$ cat config.mk
export PLATFORM = sky130hd
export DESIGN_NAME = rmii_mcu_bridge
export DESIGN_NICKNAME = d
export VERILOG_FILES = /design/src/rmii_pkg.sv /design/src/crc32_eth_x32.sv /design/src/tx_word_fifo.sv /design/src/rmii_tx_serializer.sv /design/src/rmii_mcu_bridge.sv
export VERILOG_INCLUDE_DIRS = /design/src
export SDC_FILE = /design/constraint.sdc
export NUM_CORES = 1
export LEC_CHECK = 0
export BUFFER_PORTS_ARGS = -buffer_cell sky130_fd_sc_hd__buf_2
export CAP_MARGIN = 10
export CORE_MARGIN = 2
export CORE_UTILIZATION = 35
export CTS_CLUSTER_SIZE = 28
export DETAILED_ROUTE_END_ITERATION = 10
export PLACE_DENSITY = 0.59
export SKIP_LAST_GASP = 1
export SYNTH_ARGS = -nofsm -noshare
export SYNTH_HDL_FRONTEND = slang
export SYNTH_HIERARCHICAL = 1
export SYNTH_SLANG_ARGS = --single-unit
$ cat constraint.sdc
create_clock -name clk_50mhz -period 5.5 [get_ports clk_50mhz]
set_input_delay 0.275 -clock clk_50mhz [delete_from_list [all_inputs] [get_ports clk_50mhz]]
set_output_delay 0.275 -clock clk_50mhz [all_outputs]
set_load 0.01 [all_outputs]
$ cat src/rmii_macros.svh
`ifndef RMII_MACROS_SVH
`define RMII_MACROS_SVH

//////////////////////////////
// RMII framing lengths

// Pair cycles for 7 preamble bytes plus the start byte
`define RMII_PREAMBLE_PAIRS 32

// Pair cycles for one full 32-bit word, also the FCS length
`define RMII_WORD_PAIRS 16

// Idle cycles after each frame, 12 byte times
`define RMII_IFG_CYCLES 48

//////////////////////////////
// Buffering

// Words held between the FPGA stream and the serializer
`define RMII_FIFO_DEPTH 8

`endif

$ cat src/rmii_pkg.sv
package rmii_pkg;

	//////////////////////////////
	// Word stream types

	// Byte count of a stream word, legal values 1 to 4
	typedef logic [2:0] byte_count_t;

	// One word of the FPGA-side transmit stream
	// First frame byte travels in data[31:24]
	typedef struct packed {
		logic [31:0]	data;
		// Fewer than 4 only allowed on the final word of a frame
		byte_count_t	bytes_valid;
		// Marks the final word of a frame
		logic			last;
	} tx_word_t;

	//////////////////////////////
	// Serializer states

	// IDLE      waiting for a queued word
	// PREAMBLE  seven 0x55 bytes then the 0xD5 start byte
	// DATA      frame bytes, one pair per clock
	// FCS       four CRC bytes, low byte first
	// GAP       inter-frame gap, also where discarded words get dropped
	typedef enum logic [2:0] {
		IDLE,
		PREAMBLE,
		DATA,
		FCS,
		GAP
	} tx_state_t;

endpackage

$ cat src/crc32_eth_x32.sv
`timescale 1ns/1ps

module crc32_eth_x32 import rmii_pkg::*; (
	input  logic		clk_50mhz,
	input  logic		rst,
	input  logic		crc_clear,
	input  logic		crc_en,
	input  logic [31:0]	crc_data,
	input  byte_count_t	crc_len,
	output logic [31:0]	crc_value
);

	// Reflected form of the 802.3 polynomial
	localparam logic [31:0] crc_poly = 32'hedb88320;

	// Running remainder, preset to all ones at frame start
	logic [31:0] remainder;

	// Remainder after each of the four byte lanes
	logic [31:0] stage [0:4];

	logic [31:0] folded;

	// One byte through the LFSR, bit 0 enters first
	function automatic logic [31:0] crc_byte(input logic [31:0] r, input logic [7:0] d);
		logic [31:0] c;
		c = r;
		for (int i = 0; i < 8; i++) begin
			if (c[0] ^ d[i])
				c = (c >> 1) ^ crc_poly;
			else
				c = c >> 1;
		end
		return c;
	endfunction

	//////////////////////////////
	// Unrolled byte network

	always_comb begin
		stage[0] = remainder;
		// Most significant byte is the earliest on the wire
		for (int k = 0; k < 4; k++)
			stage[k + 1] = crc_byte(stage[k], crc_data[31 - 8 * k -: 8]);

		// Pick the tap after crc_len bytes
		case (crc_len)
			3'd1:		folded = stage[1];
			3'd2:		folded = stage[2];
			3'd3:		folded = stage[3];
			3'd4:		folded = stage[4];
			default:	folded = stage[0];
		endcase
	end

	always_ff @(posedge clk_50mhz) begin
		if (rst)
			remainder <= '1;
		else if (crc_clear)
			remainder <= '1;
		else if (crc_en)
			remainder <= folded;
	end

	// Reflected remainder already puts the first FCS byte in [7:0]
	// and each byte LSB first, so only the final inversion is needed
	assign crc_value = ~remainder;

endmodule

$ cat src/tx_word_fifo.sv
`timescale 1ns/1ps

module tx_word_fifo import rmii_pkg::*; #(
	parameter int DEPTH = 8
) (
	input  logic		clk_50mhz,
	input  logic		rst,
	input  logic		push,
	input  tx_word_t	push_word,
	input  logic		pop,
	output tx_word_t	pop_word,
	output logic		full,
	output logic		empty
);

	localparam int ptr_w = (DEPTH > 1) ? $clog2(DEPTH) : 1;
	localparam int cnt_w = $clog2(DEPTH + 1);

	// Word storage
	tx_word_t mem [0:DEPTH-1];

	logic [ptr_w-1:0]	rd_ptr;
	logic [ptr_w-1:0]	wr_ptr;
	logic [cnt_w-1:0]	count;

	// Pointer advance with wrap for any depth
	function automatic logic [ptr_w-1:0] ptr_inc(input logic [ptr_w-1:0] p);
		if (p == ptr_w'(DEPTH - 1))
			return '0;
		return p + 1'b1;
	endfunction

	//////////////////////////////
	// Storage write

	always_ff @(posedge clk_50mhz) begin
		if (push)
			mem[wr_ptr] <= push_word;
	end

	//////////////////////////////
	// Pointers and occupancy

	always_ff @(posedge clk_50mhz) begin
		if (rst) begin
			rd_ptr	<= '0;
			wr_ptr	<= '0;
			count	<= '0;
		end else begin
			if (push)
				wr_ptr <= ptr_inc(wr_ptr);
			if (pop)
				rd_ptr <= ptr_inc(rd_ptr);

			// Simultaneous push and pop leave the count alone
			case ({push, pop})
				2'b10:		count <= count + 1'b1;
				2'b01:		count <= count - 1'b1;
				default:	count <= count;
			endcase
		end
	end

	// Head word is visible without a pop
	assign pop_word	= mem[rd_ptr];
	assign full		= (count == cnt_w'(DEPTH));
	assign empty	= (count == '0);

	// Upstream wiring must hold off writes while full
	assert property (@(posedge clk_50mhz) disable iff (rst) push |-> !full);

	// Serializer must only take a word that exists
	assert property (@(posedge clk_50mhz) disable iff (rst) pop |-> !empty);

endmodule

$ cat src/rmii_tx_serializer.sv
`timescale 1ns/1ps
`include "rmii_macros.svh"

module rmii_tx_serializer import rmii_pkg::*; (
	input  logic		clk_50mhz,
	input  logic		rst,

	// Head of the word FIFO
	input  tx_word_t	fifo_word,
	input  logic		fifo_empty,
	output logic		fifo_pop,

	// CRC engine
	output logic		crc_clear,
	output logic		crc_en,
	output logic [31:0]	crc_data,
	output byte_count_t	crc_len,
	input  logic [31:0]	crc_value,

	// MCU side
	output logic		rmii_rx_en,
	output logic [1:0]	rmii_rxd,
	output logic		tx_underrun
);

	// Final count value of each phase
	localparam logic [5:0] pre_last = 6'(`RMII_PREAMBLE_PAIRS - 1);
	localparam logic [5:0] fcs_last = 6'(`RMII_WORD_PAIRS - 1);
	localparam logic [5:0] gap_last = 6'(`RMII_IFG_CYCLES - 1);

	tx_state_t	state;
	tx_state_t	state_nxt;

	// Counts pairs in PREAMBLE, DATA and FCS, idle cycles in GAP
	logic [5:0]	pair_cnt;
	logic [5:0]	pair_cnt_nxt;

	// Word being sent and the FCS latched at the end of data
	tx_word_t	cur_word;
	logic [31:0]	fcs_q;

	// Set after an underrun until the stalled frame's last word is gone
	logic		discard;
	logic		discard_nxt;

	logic		rx_en_nxt;
	logic [1:0]	rxd_nxt;
	logic		underrun_nxt;

	// Pop of a word for the frame versus a pop that throws it away
	logic		word_pop;
	logic		drop_pop;
	logic		load_fcs;
	logic		need_word;

	// Index of the last pair of the current word
	logic [5:0]	last_pair_idx;

	assign last_pair_idx = {1'b0, cur_word.bytes_valid, 2'b00} - 6'd1;

	//////////////////////////////
	// Next state and outputs

	always_comb begin
		state_nxt		= state;
		pair_cnt_nxt	= pair_cnt + 6'd1;
		discard_nxt		= discard;
		rx_en_nxt		= 1'b0;
		rxd_nxt			= 2'b00;
		underrun_nxt	= 1'b0;
		word_pop		= 1'b0;
		drop_pop		= 1'b0;
		crc_clear		= 1'b0;
		load_fcs		= 1'b0;
		need_word		= 1'b0;

		// Outside a frame, drop words left over from a truncated frame
		if ((state == IDLE || state == GAP) && discard && !fifo_empty) begin
			drop_pop = 1'b1;
			if (fifo_word.last)
				discard_nxt = 1'b0;
		end

		case (state)
			IDLE: begin
				pair_cnt_nxt = '0;
				if (!discard && !fifo_empty) begin
					state_nxt	= PREAMBLE;
					crc_clear	= 1'b1;
				end
			end

			PREAMBLE: begin
				rx_en_nxt = 1'b1;
				// 0x55 bytes, then 0xD5 whose final pair is 2'b11
				if (pair_cnt == pre_last) begin
					rxd_nxt		= 2'b11;
					need_word	= 1'b1;
				end else begin
					rxd_nxt		= 2'b01;
				end
			end

			DATA: begin
				rx_en_nxt	= 1'b1;
				// Byte lane from the top down, pair from bit 0 up
				rxd_nxt		= cur_word.data[{~pair_cnt[3:2], pair_cnt[1:0], 1'b0} +: 2];
				if (pair_cnt == last_pair_idx) begin
					if (cur_word.last) begin
						state_nxt		= FCS;
						pair_cnt_nxt	= '0;
						load_fcs		= 1'b1;
					end else begin
						need_word		= 1'b1;
					end
				end
			end

			FCS: begin
				rx_en_nxt	= 1'b1;
				rxd_nxt		= fcs_q[{pair_cnt[3:0], 1'b0} +: 2];
				if (pair_cnt == fcs_last) begin
					state_nxt		= GAP;
					pair_cnt_nxt	= '0;
				end
			end

			GAP: begin
				if (pair_cnt == gap_last) begin
					pair_cnt_nxt = '0;
					// Queued frame goes straight into its preamble
					if (!discard && !fifo_empty) begin
						state_nxt	= PREAMBLE;
						crc_clear	= 1'b1;
					end else begin
						state_nxt	= IDLE;
					end
				end
			end

			default: begin
				state_nxt		= IDLE;
				pair_cnt_nxt	= '0;
			end
		endcase

		// Next word wanted while the current last pair goes out
		if (need_word) begin
			pair_cnt_nxt = '0;
			if (fifo_empty) begin
				// Source fell behind, cut the frame with no FCS
				state_nxt		= GAP;
				underrun_nxt	= 1'b1;
				discard_nxt		= 1'b1;
			end else begin
				state_nxt		= DATA;
				word_pop		= 1'b1;
			end
		end
	end

	// CRC sees every word that enters the frame
	assign fifo_pop	= word_pop | drop_pop;
	assign crc_en	= word_pop;
	assign crc_data	= fifo_word.data;
	assign crc_len	= fifo_word.bytes_valid;

	//////////////////////////////
	// Registers

	always_ff @(posedge clk_50mhz) begin
		if (rst) begin
			state		<= IDLE;
			pair_cnt	<= '0;
			discard		<= 1'b0;
			rmii_rx_en	<= 1'b0;
			rmii_rxd	<= 2'b00;
			tx_underrun	<= 1'b0;
		end else begin
			state		<= state_nxt;
			pair_cnt	<= pair_cnt_nxt;
			discard		<= discard_nxt;
			rmii_rx_en	<= rx_en_nxt;
			rmii_rxd	<= rxd_nxt;
			tx_underrun	<= underrun_nxt;
		end
	end

	always_ff @(posedge clk_50mhz) begin
		if (word_pop)
			cur_word <= fifo_word;
		// Last data word was folded in at least four cycles ago
		if (load_fcs)
			fcs_q <= crc_value;
	end

	// Only the first GAP cycle still carries the final pair of the frame
	assert property (@(posedge clk_50mhz) disable iff (rst)
		(state == IDLE || (state == GAP && pair_cnt != '0)) |-> !rmii_rx_en);

	// Source must present legal byte counts
	assert property (@(posedge clk_50mhz) disable iff (rst)
		word_pop |-> (fifo_word.bytes_valid inside {[3'd1:3'd4]}));

endmodule

$ cat src/rmii_mcu_bridge.sv
`timescale 1ns/1ps
`include "rmii_macros.svh"

module rmii_mcu_bridge import rmii_pkg::*; (
	input  logic		clk_50mhz,
	input  logic		rst,

	// FPGA-side word stream
	input  logic		tx_valid,
	input  logic [31:0]	tx_data,
	input  byte_count_t	tx_bytes_valid,
	input  logic		tx_last,
	output logic		tx_ready,

	// MCU RMII receive port
	output logic		rmii_rx_en,
	output logic [1:0]	rmii_rxd,
	output logic		tx_underrun
);

	tx_word_t		in_word;
	tx_word_t		fifo_word;
	logic			fifo_full;
	logic			fifo_empty;
	logic			fifo_pop;

	logic			crc_clear;
	logic			crc_en;
	logic [31:0]	crc_data;
	byte_count_t	crc_len;
	logic [31:0]	crc_value;

	assign in_word	= '{data: tx_data, bytes_valid: tx_bytes_valid, last: tx_last};
	assign tx_ready	= !fifo_full;

	//////////////////////////////
	// Word buffer

	tx_word_fifo #(
		.DEPTH		(`RMII_FIFO_DEPTH)
	) i_fifo (
		.clk_50mhz	(clk_50mhz),
		.rst		(rst),
		// Accept on valid and ready
		.push		(tx_valid && !fifo_full),
		.push_word	(in_word),
		.pop		(fifo_pop),
		.pop_word	(fifo_word),
		.full		(fifo_full),
		.empty		(fifo_empty)
	);

	//////////////////////////////
	// Framing and FCS

	rmii_tx_serializer i_serializer (
		.clk_50mhz	(clk_50mhz),
		.rst		(rst),
		.fifo_word	(fifo_word),
		.fifo_empty	(fifo_empty),
		.fifo_pop	(fifo_pop),
		.crc_clear	(crc_clear),
		.crc_en		(crc_en),
		.crc_data	(crc_data),
		.crc_len	(crc_len),
		.crc_value	(crc_value),
		.rmii_rx_en	(rmii_rx_en),
		.rmii_rxd	(rmii_rxd),
		.tx_underrun	(tx_underrun)
	);

	crc32_eth_x32 i_crc (
		.clk_50mhz	(clk_50mhz),
		.rst		(rst),
		.crc_clear	(crc_clear),
		.crc_en		(crc_en),
		.crc_data	(crc_data),
		.crc_len	(crc_len),
		.crc_value	(crc_value)
	);

endmodule

==> results of run 1 <==
==> sequential cells by signal, summed over array words and instances, names as in the netlist, 3 cells and up, named ones only <==
signal	count
i_crc/remainder	32
i_fifo/count	4
i_fifo/mem	288
i_fifo/rd_ptr	3
i_fifo/wr_ptr	3
i_serializer/cur_word	36
i_serializer/fcs_q	32
i_serializer/pair_cnt	6
i_serializer/state	3
==> cell usage after synthesis (all sizes together) (3+ instances only) <==
library cell,instances,share of area
ha,9,0.0052
nor2,65,0.011
nor2b,7,0.0020
nor4,5,0.0014
xnor3,48,0.051
xor3,8,0.0089
a211oi,8,0.0028
mux2,39,0.020
a221oi,3,0.0012
xor2,69,0.035
a211o,3,0.0012
dfxtp,59,0.055
clkbuf,35,0.0062
mux2i,13,0.0060
nand2,24,0.0042
edfxtp,356,0.49
o211ai,13,0.0047
a31oi,3,0.00087
o21ai,30,0.0069
o22ai,6,0.0017
o31ai,3,0.0010
xnor2,212,0.10
nor4b,3,0.0019
nand2b,10,0.0029
a2111oi,4,0.0023
buf,62,0.021
a21oi,49,0.011
o221ai,23,0.0093
inv,43,0.0075
mux4,86,0.10
or3,3,0.00087
nand3,4,0.00093
nor3,17,0.0039
==> stage by stage <==
| step | worst slack (ns) | util | instance area [µm²] | std cells |
|---|---|---|---|---|
| after global placement | 0.0209 | 0.377 | 23100 | 2204 |
| after CTS | 0.0254 | 0.406 | 24900 | 2320 |
| after detailed placement | 0.105 | 0.377 | 23100 | 2204 |
| after floorplan | 0.0172 | - | 21600 | 1356 |
| final | 0.0940 | 0.407 | 25000 | 2320 |
| after global routing | -0.00736 | 0.407 | 25000 | 2320 |
==> cell families after synthesis <==
group / share of synthesized area
adders and majority gates: 0.00521
muxes: 0.129
buffers and inverters: 0.0351
DFF: 0.549
xor gates and xnor gates: 0.195
AOI/OAI and AO/OA: 0.0522
and+or+nand+nor: 0.0343
==> critical path, stage by stage (launching register included) <==
cell	delay, ns
dfxtp_4	0.46
mux4_1	0.59
mux2_2	0.34
xnor2_4	0.38
xnor2_4	0.22
buf_4	0.24
xnor3_1	0.51
xnor2_2	0.20
xnor2_2	0.25
xnor3_1	0.53
xnor3_2	0.54
xor2_2	0.31
xnor3_1	0.35
a211o_1	0.31
o211ai_2	0.06
==> routing by layer <==
layer | global-route usage | vias up
met2 | 0.286 | 330
li1 | - | 5418
met3 | 0.0320 | 92
met5 | 0 | -
met1 | 0.228 | 6135
met4 | 0.0629 | 0
==> what timing repair did <==
item	CTS	global route
hold endpoints to repair	288	0
setup endpoints to repair	0	5
buffers inserted	0	0
hold buffers	36	0
gates resized for setup	0	9
==> final cells by class <==
class                           instances  share of cell area
Multi-Input combinational cell        800               0.364
Clock inverter                         30              0.0126
Sequential cell                       415               0.476
Clock buffer                           50              0.0441
Timing Repair Buffer                  191              0.0572
Inverter                               44             0.00661
Tap cell                              790              0.0396
==> final timing paths <==
path                                         start                                to  cells past startpoint
setup / recovery                         flip-flop  i_crc/remainder[18]$_SDFFE_PP1P_                     14
hold / removal                                 rst     i_fifo/wr_ptr[2]$_SDFFE_PP0P_                      2
setup reg to reg                         flip-flop  i_crc/remainder[18]$_SDFFE_PP1P_                     14
hold reg to reg   i_crc/remainder[24]$_SDFFE_PP1P_  i_crc/remainder[24]$_SDFFE_PP1P_                      1
==> results.json, run 1 <==
{
  "status": "completed",
  "die_h_um": 252,
  "critPathLaunchType": "flip-flop",
  "critPathKind": "flip-flop to flip-flop",
  "multi_input_comb_area_um2": 9100,
  "drt-initial-drc-count": 1005,
  "relSlewSlack": 0.437,
  "fin_worst_hold_slack_ns": 0.106,
  "nNetsFinal": 1543,
  "wl_met1_um": 23400,
  "mostFrequentLayoutCells": "356 x edfxtp_1, 186 x xnor2_1, 111 x buf_4, 72 x mux4_1, 57 x nor2_1",
  "period_share": 0.983,
  "synth_seq_cells": 415,
  "synth.distinct_cells": 79,
  "ys.flop_type": "edfxtp_1",
  "antenna_found_initial": 0,
  "period_minus_slack_ns": 5.41,
  "clock_skew_ns": 0.0292,
  "vias": 11975,
  "clock-sinks": 415,
  "drt-total-wl_um": 54700,
  "track_usage": 0.173,
  "routedWlPerCell_um": 23.6,
  "final_max_slew_viol_count": 0,
  "synth_fp_nets": 1404,
  "cts_tree": "done",
  "clk_latency_ns": 0.60,
  "fmax_mhz": 185,
  "setup_violations": 0,
  "synthArstFlopShare": 0,
  "core_um2": 61400,
  "num_rows": 91,
  "area_delta_synth_final_pct": 15.6,
  "clkSlewWorstSetupHoldPaths_ns": 0.07,
  "worstSetupEndpointType": "flip-flop",
  "drive_gt1_frac": 0.231,
  "synthCells": 1356,
  "die_width_um": 252,
  "antenna_left": 0,
  "dieArea_um2": 63700,
  "rsz0062_at_grt": "yes",
  "diodes": 0,
  "cts_buffer_depth": 3,
  "dp_hpwl_um": 38500,
  "tightest_slew_ns": 0.821,
  "r2r_slack_ns": 0.09,
  "syn_area_um2": 21600,
  "layout_commonest_cell": "edfxtp_1",
  "ff_latch_area_um2": 11900,
  "ys_seq_area_frac": 0.549,
  "finalSetupTns_ns": 0,
  "numPortBuffers": 43,
  "cts_made_buffers": 43,
  "critical_path_arrival_ns": 5.92,
  "fill_cells": 5524,
  "grt_pass1_wl_um": 81000,
  "dr.pass1.iters": 7,
  "max-cap-violations": 0,
  "htreeDepth": 2,
  "top_layer_used": "met4",
  "synth-edff-count": 356,
  "ctsRootBufferMaster": "clkbuf_16",
  "avgSynthCellArea_um2": 15.9,
  "grt_pass1_vias": 12395,
  "report.final.hold_viol_count": 0,
  "drc_errors": 0,
  "critPathRequiredTime_ns": 6.01,
  "route.met3.wl_um": 3090,
  "cp_max_fo": 11,
  "start_util": 0.352,
  "boundaryPins": 44,
  "grt_start_max_net_pins": 56,
  "overflow": 0,
  "vias_per_cell": 5.16,
  "holdCritPathClass": "primary input to flip-flop",
  "ys.warnings.count": 6,
  "gp_congestion": 0.947,
  "wl_met2_um": 26400
}
Power of run 1 is not shown: default switching activity piles up to over one toggle a cycle in this logic, so the estimate is an artifact.
==> run 2: changes to the inputs <==
- CAP_MARGIN: 10 -> default
- CTS_BUF_LIST: default -> sky130_fd_sc_hd__clkbuf_16
- SYNTH_HIERARCHICAL: 1 -> default
==> run 2 against run 1 <==
Net effect: final cell count increased by 0.52%; final area decreased by 1.7%; wire length increased by 1.4%; critical path depth unchanged; via count increased by 0.76%; register-to-register slack improved by 0.07 ns; first-iteration DRC count decreased by 7.1%; worst setup slack improved by 0.072 ns; clock skew decreased by 0.012 ns.
==> results.json, run 2 <==
{
  "status": "completed",
  "relSlewSlack": 0.308,
  "numPortBuffers": 43,
  "dieArea_um2": 62900,
  "final_core_util": 0.408,
  "synthArstFlopShare": 0,
  "holdCritPathClass": "primary input to flip-flop",
  "synth-edff-count": 356,
  "start_util": 0.354,
  "synth_most_common_cell": "edfxtp_1",
  "htreeDepth": 2,
  "period_share": 0.970,
  "drt-total-wl_um": 55500,
  "avgSynthCellArea_um2": 15.5,
  "clk_latency_ns": 0.58,
  "synth_fp_nets": 1421,
  "synth.distinct_cells": 81,
  "cts_buffer_depth": 3,
  "clock_skew_ns": 0.0173,
  "cts_made_buffers": 44,
  "layout_commonest_cell": "edfxtp_1",
  "antenna_left": 0,
  "vias_per_cell": 5.17,
  "clock-sinks": 415,
  "max-cap-violations": 0,
  "num_rows": 90,
  "critical_path_arrival_ns": 5.77,
  "grt_pass1_vias": 12423,
  "grt_start_max_net_pins": 42,
  "largest_reg_flops": 288,
  "synth_largest_area_cell": "edfxtp_1",
  "synth_top_cells_by_count": "356 x edfxtp_1, 203 x xnor2_1, 72 x mux4_2",
  "period_minus_slack_ns": 5.33,
  "top_register": "i_fifo.mem",
  "top_regs": "i_fifo.mem (288), i_serializer.cur_word (36)",
  "synth_top_area_share": 0.502,
  "routedWlPerCell_um": 23.8,
  "synth_seq_cells": 415,
  "die_h_um": 251,
  "final_max_slew_viol_count": 0,
  "synth_area_leaders": "edfxtp_1 50%, xnor2_1 8.3%, mux4_2 7.6%, dfxtp_1 5.5%, xnor3_1 4.3%",
  "critPathLaunchType": "flip-flop",
  "ys.warnings.count": 0,
  "rsz0062_at_grt": "no",
  "report.final.hold_viol_count": 0,
  "gp_congestion": 0.967,
  "area_delta_synth_final_pct": 15.2,
  "ys_seq_area_frac": 0.557,
  "cp_max_fo": 14,
  "overflow": 0,
  "dr.pass1.iters": 5,
  "ctsRootBufferMaster": "clkbuf_16",
  "critPathKind": "flip-flop to flip-flop",
  "wl_met1_um": 24700,
  "drive_gt1_frac": 0.230,
  "wl_met2_um": 25900,
  "fmax_mhz": 187,
  "top_layer_used": "met4",
  "track_usage": 0.179,
  "route.met3.wl_um": 2950,
  "critPathRequiredTime_ns": 5.93,
  "finalSetupTns_ns": 0,
  "diodes": 0,
  "ys.flop_type": "edfxtp_1",
  "syn_area_um2": 21300,
  "tightest_slew_ns": 1.03,
  "drt-initial-drc-count": 934,
  "mostFrequentLayoutCells": "356 x edfxtp_1, 203 x xnor2_1, 72 x mux4_2, 71 x buf_4, 64 x inv_1",
  "die_width_um": 251,
  "clkSlewWorstSetupHoldPaths_ns": 0.06,
  "worstSetupEndpointType": "flip-flop",
  "postCtsSetupBuffers": 0,
  "whs_path_depth": 1,
  "synthCells": 1372,
  "drc_errors": 0,
  "nNetsFinal": 1564,
  "rr_worst_depth": 14,
  "core_um2": 60200,
  "vias": 12066,
  "grt_pass1_wl_um": 82700,
  "dp_hpwl_um": 39300,
  "cts_tree": "done",
  "boundaryPins": 44,
  "setup_violations": 0,
  "antenna_found_initial": 0
}
[run 2: path summary, 6_finish.rpt]
| path | start | slack, ns | end |
|---|---|---|---|
| max reg2reg | flip-flop | 0.17 | i_crc.remainder[10]$_SDFFE_PP1P_ |
| min | tx_data[30] | 0.05 | i_fifo.mem[2][34]$_DFFE_PP_ |
| min reg2reg | i_crc.remainder[30]$_SDFFE_PP1P_ | 0.48 | i_crc.remainder[30]$_SDFFE_PP1P_ |
| max | flip-flop | 0.17 | i_crc.remainder[10]$_SDFFE_PP1P_ |
[run 2: cells by family (layout without fill, tap and decap cells)]
family                   after synthesis  after routing  share of synthesized area
AO/OA/AOI/OAI                        176            176                     0.0587
XOR/XNOR                             349            349                      0.203
adder cells (fa/ha/maj)               10             10                    0.00622
buffers and inverters                113            291                     0.0279
flip-flops                           415            415                      0.557
multiplexers                         148            148                      0.114
AND/OR/NAND/NOR                      161            161                     0.0334
[run 2: layout make-up]
type	instances	area [µm²]
flip-flops and latches	415	11900
repair buffers	152	1140
multi-input cells	844	8910
inverters	58	218
clock buffers	46	1150
clock inverters	35	279
well taps	782	978
fillers	5424	35700
[run 2: per-layer routing]
layer,vias to the layer above,global-route usage
met4,0,0.0636
met3,96,0.0248
met2,411,0.288
li1,5404,-
met5,-,0
met1,6155,0.247
[run 2: timing repair]
action                     CTS  global route
hold buffers                36             0
gates resized for setup      0             2
hold endpoints to repair   281             0
setup endpoints to repair    0             3
[run 2: worst max-delay path, stage by stage (launching register included)]
cell      delay [ns]
dfxtp_4         0.51
buf_4           0.23
buf_4           0.23
mux4_2          0.51
mux2i_1         0.45
inv_1           0.21
xnor3_1         0.46
xnor2_4         0.30
buf_4           0.25
xnor3_1         0.48
xnor3_1         0.47
xnor2_1         0.33
a211oi_1        0.17
a211oi_1        0.39
o21ai_0         0.17
[run 2: per-stage QoR]
stage	worst slack (ns)	instances	area [µm²]	hold slack, ns
final	0.166	2332	24600	0.0457
after global routing	0.0438	2332	24600	0.0145
after CTS	0.187	2332	24500	0.00524
after detailed placement	0.223	2215	22800	0.464
after global placement	0.216	2215	22800	0.461
after floorplan	0.706	1372	21300	0.374
Power of run 2 is left out for the same reason.
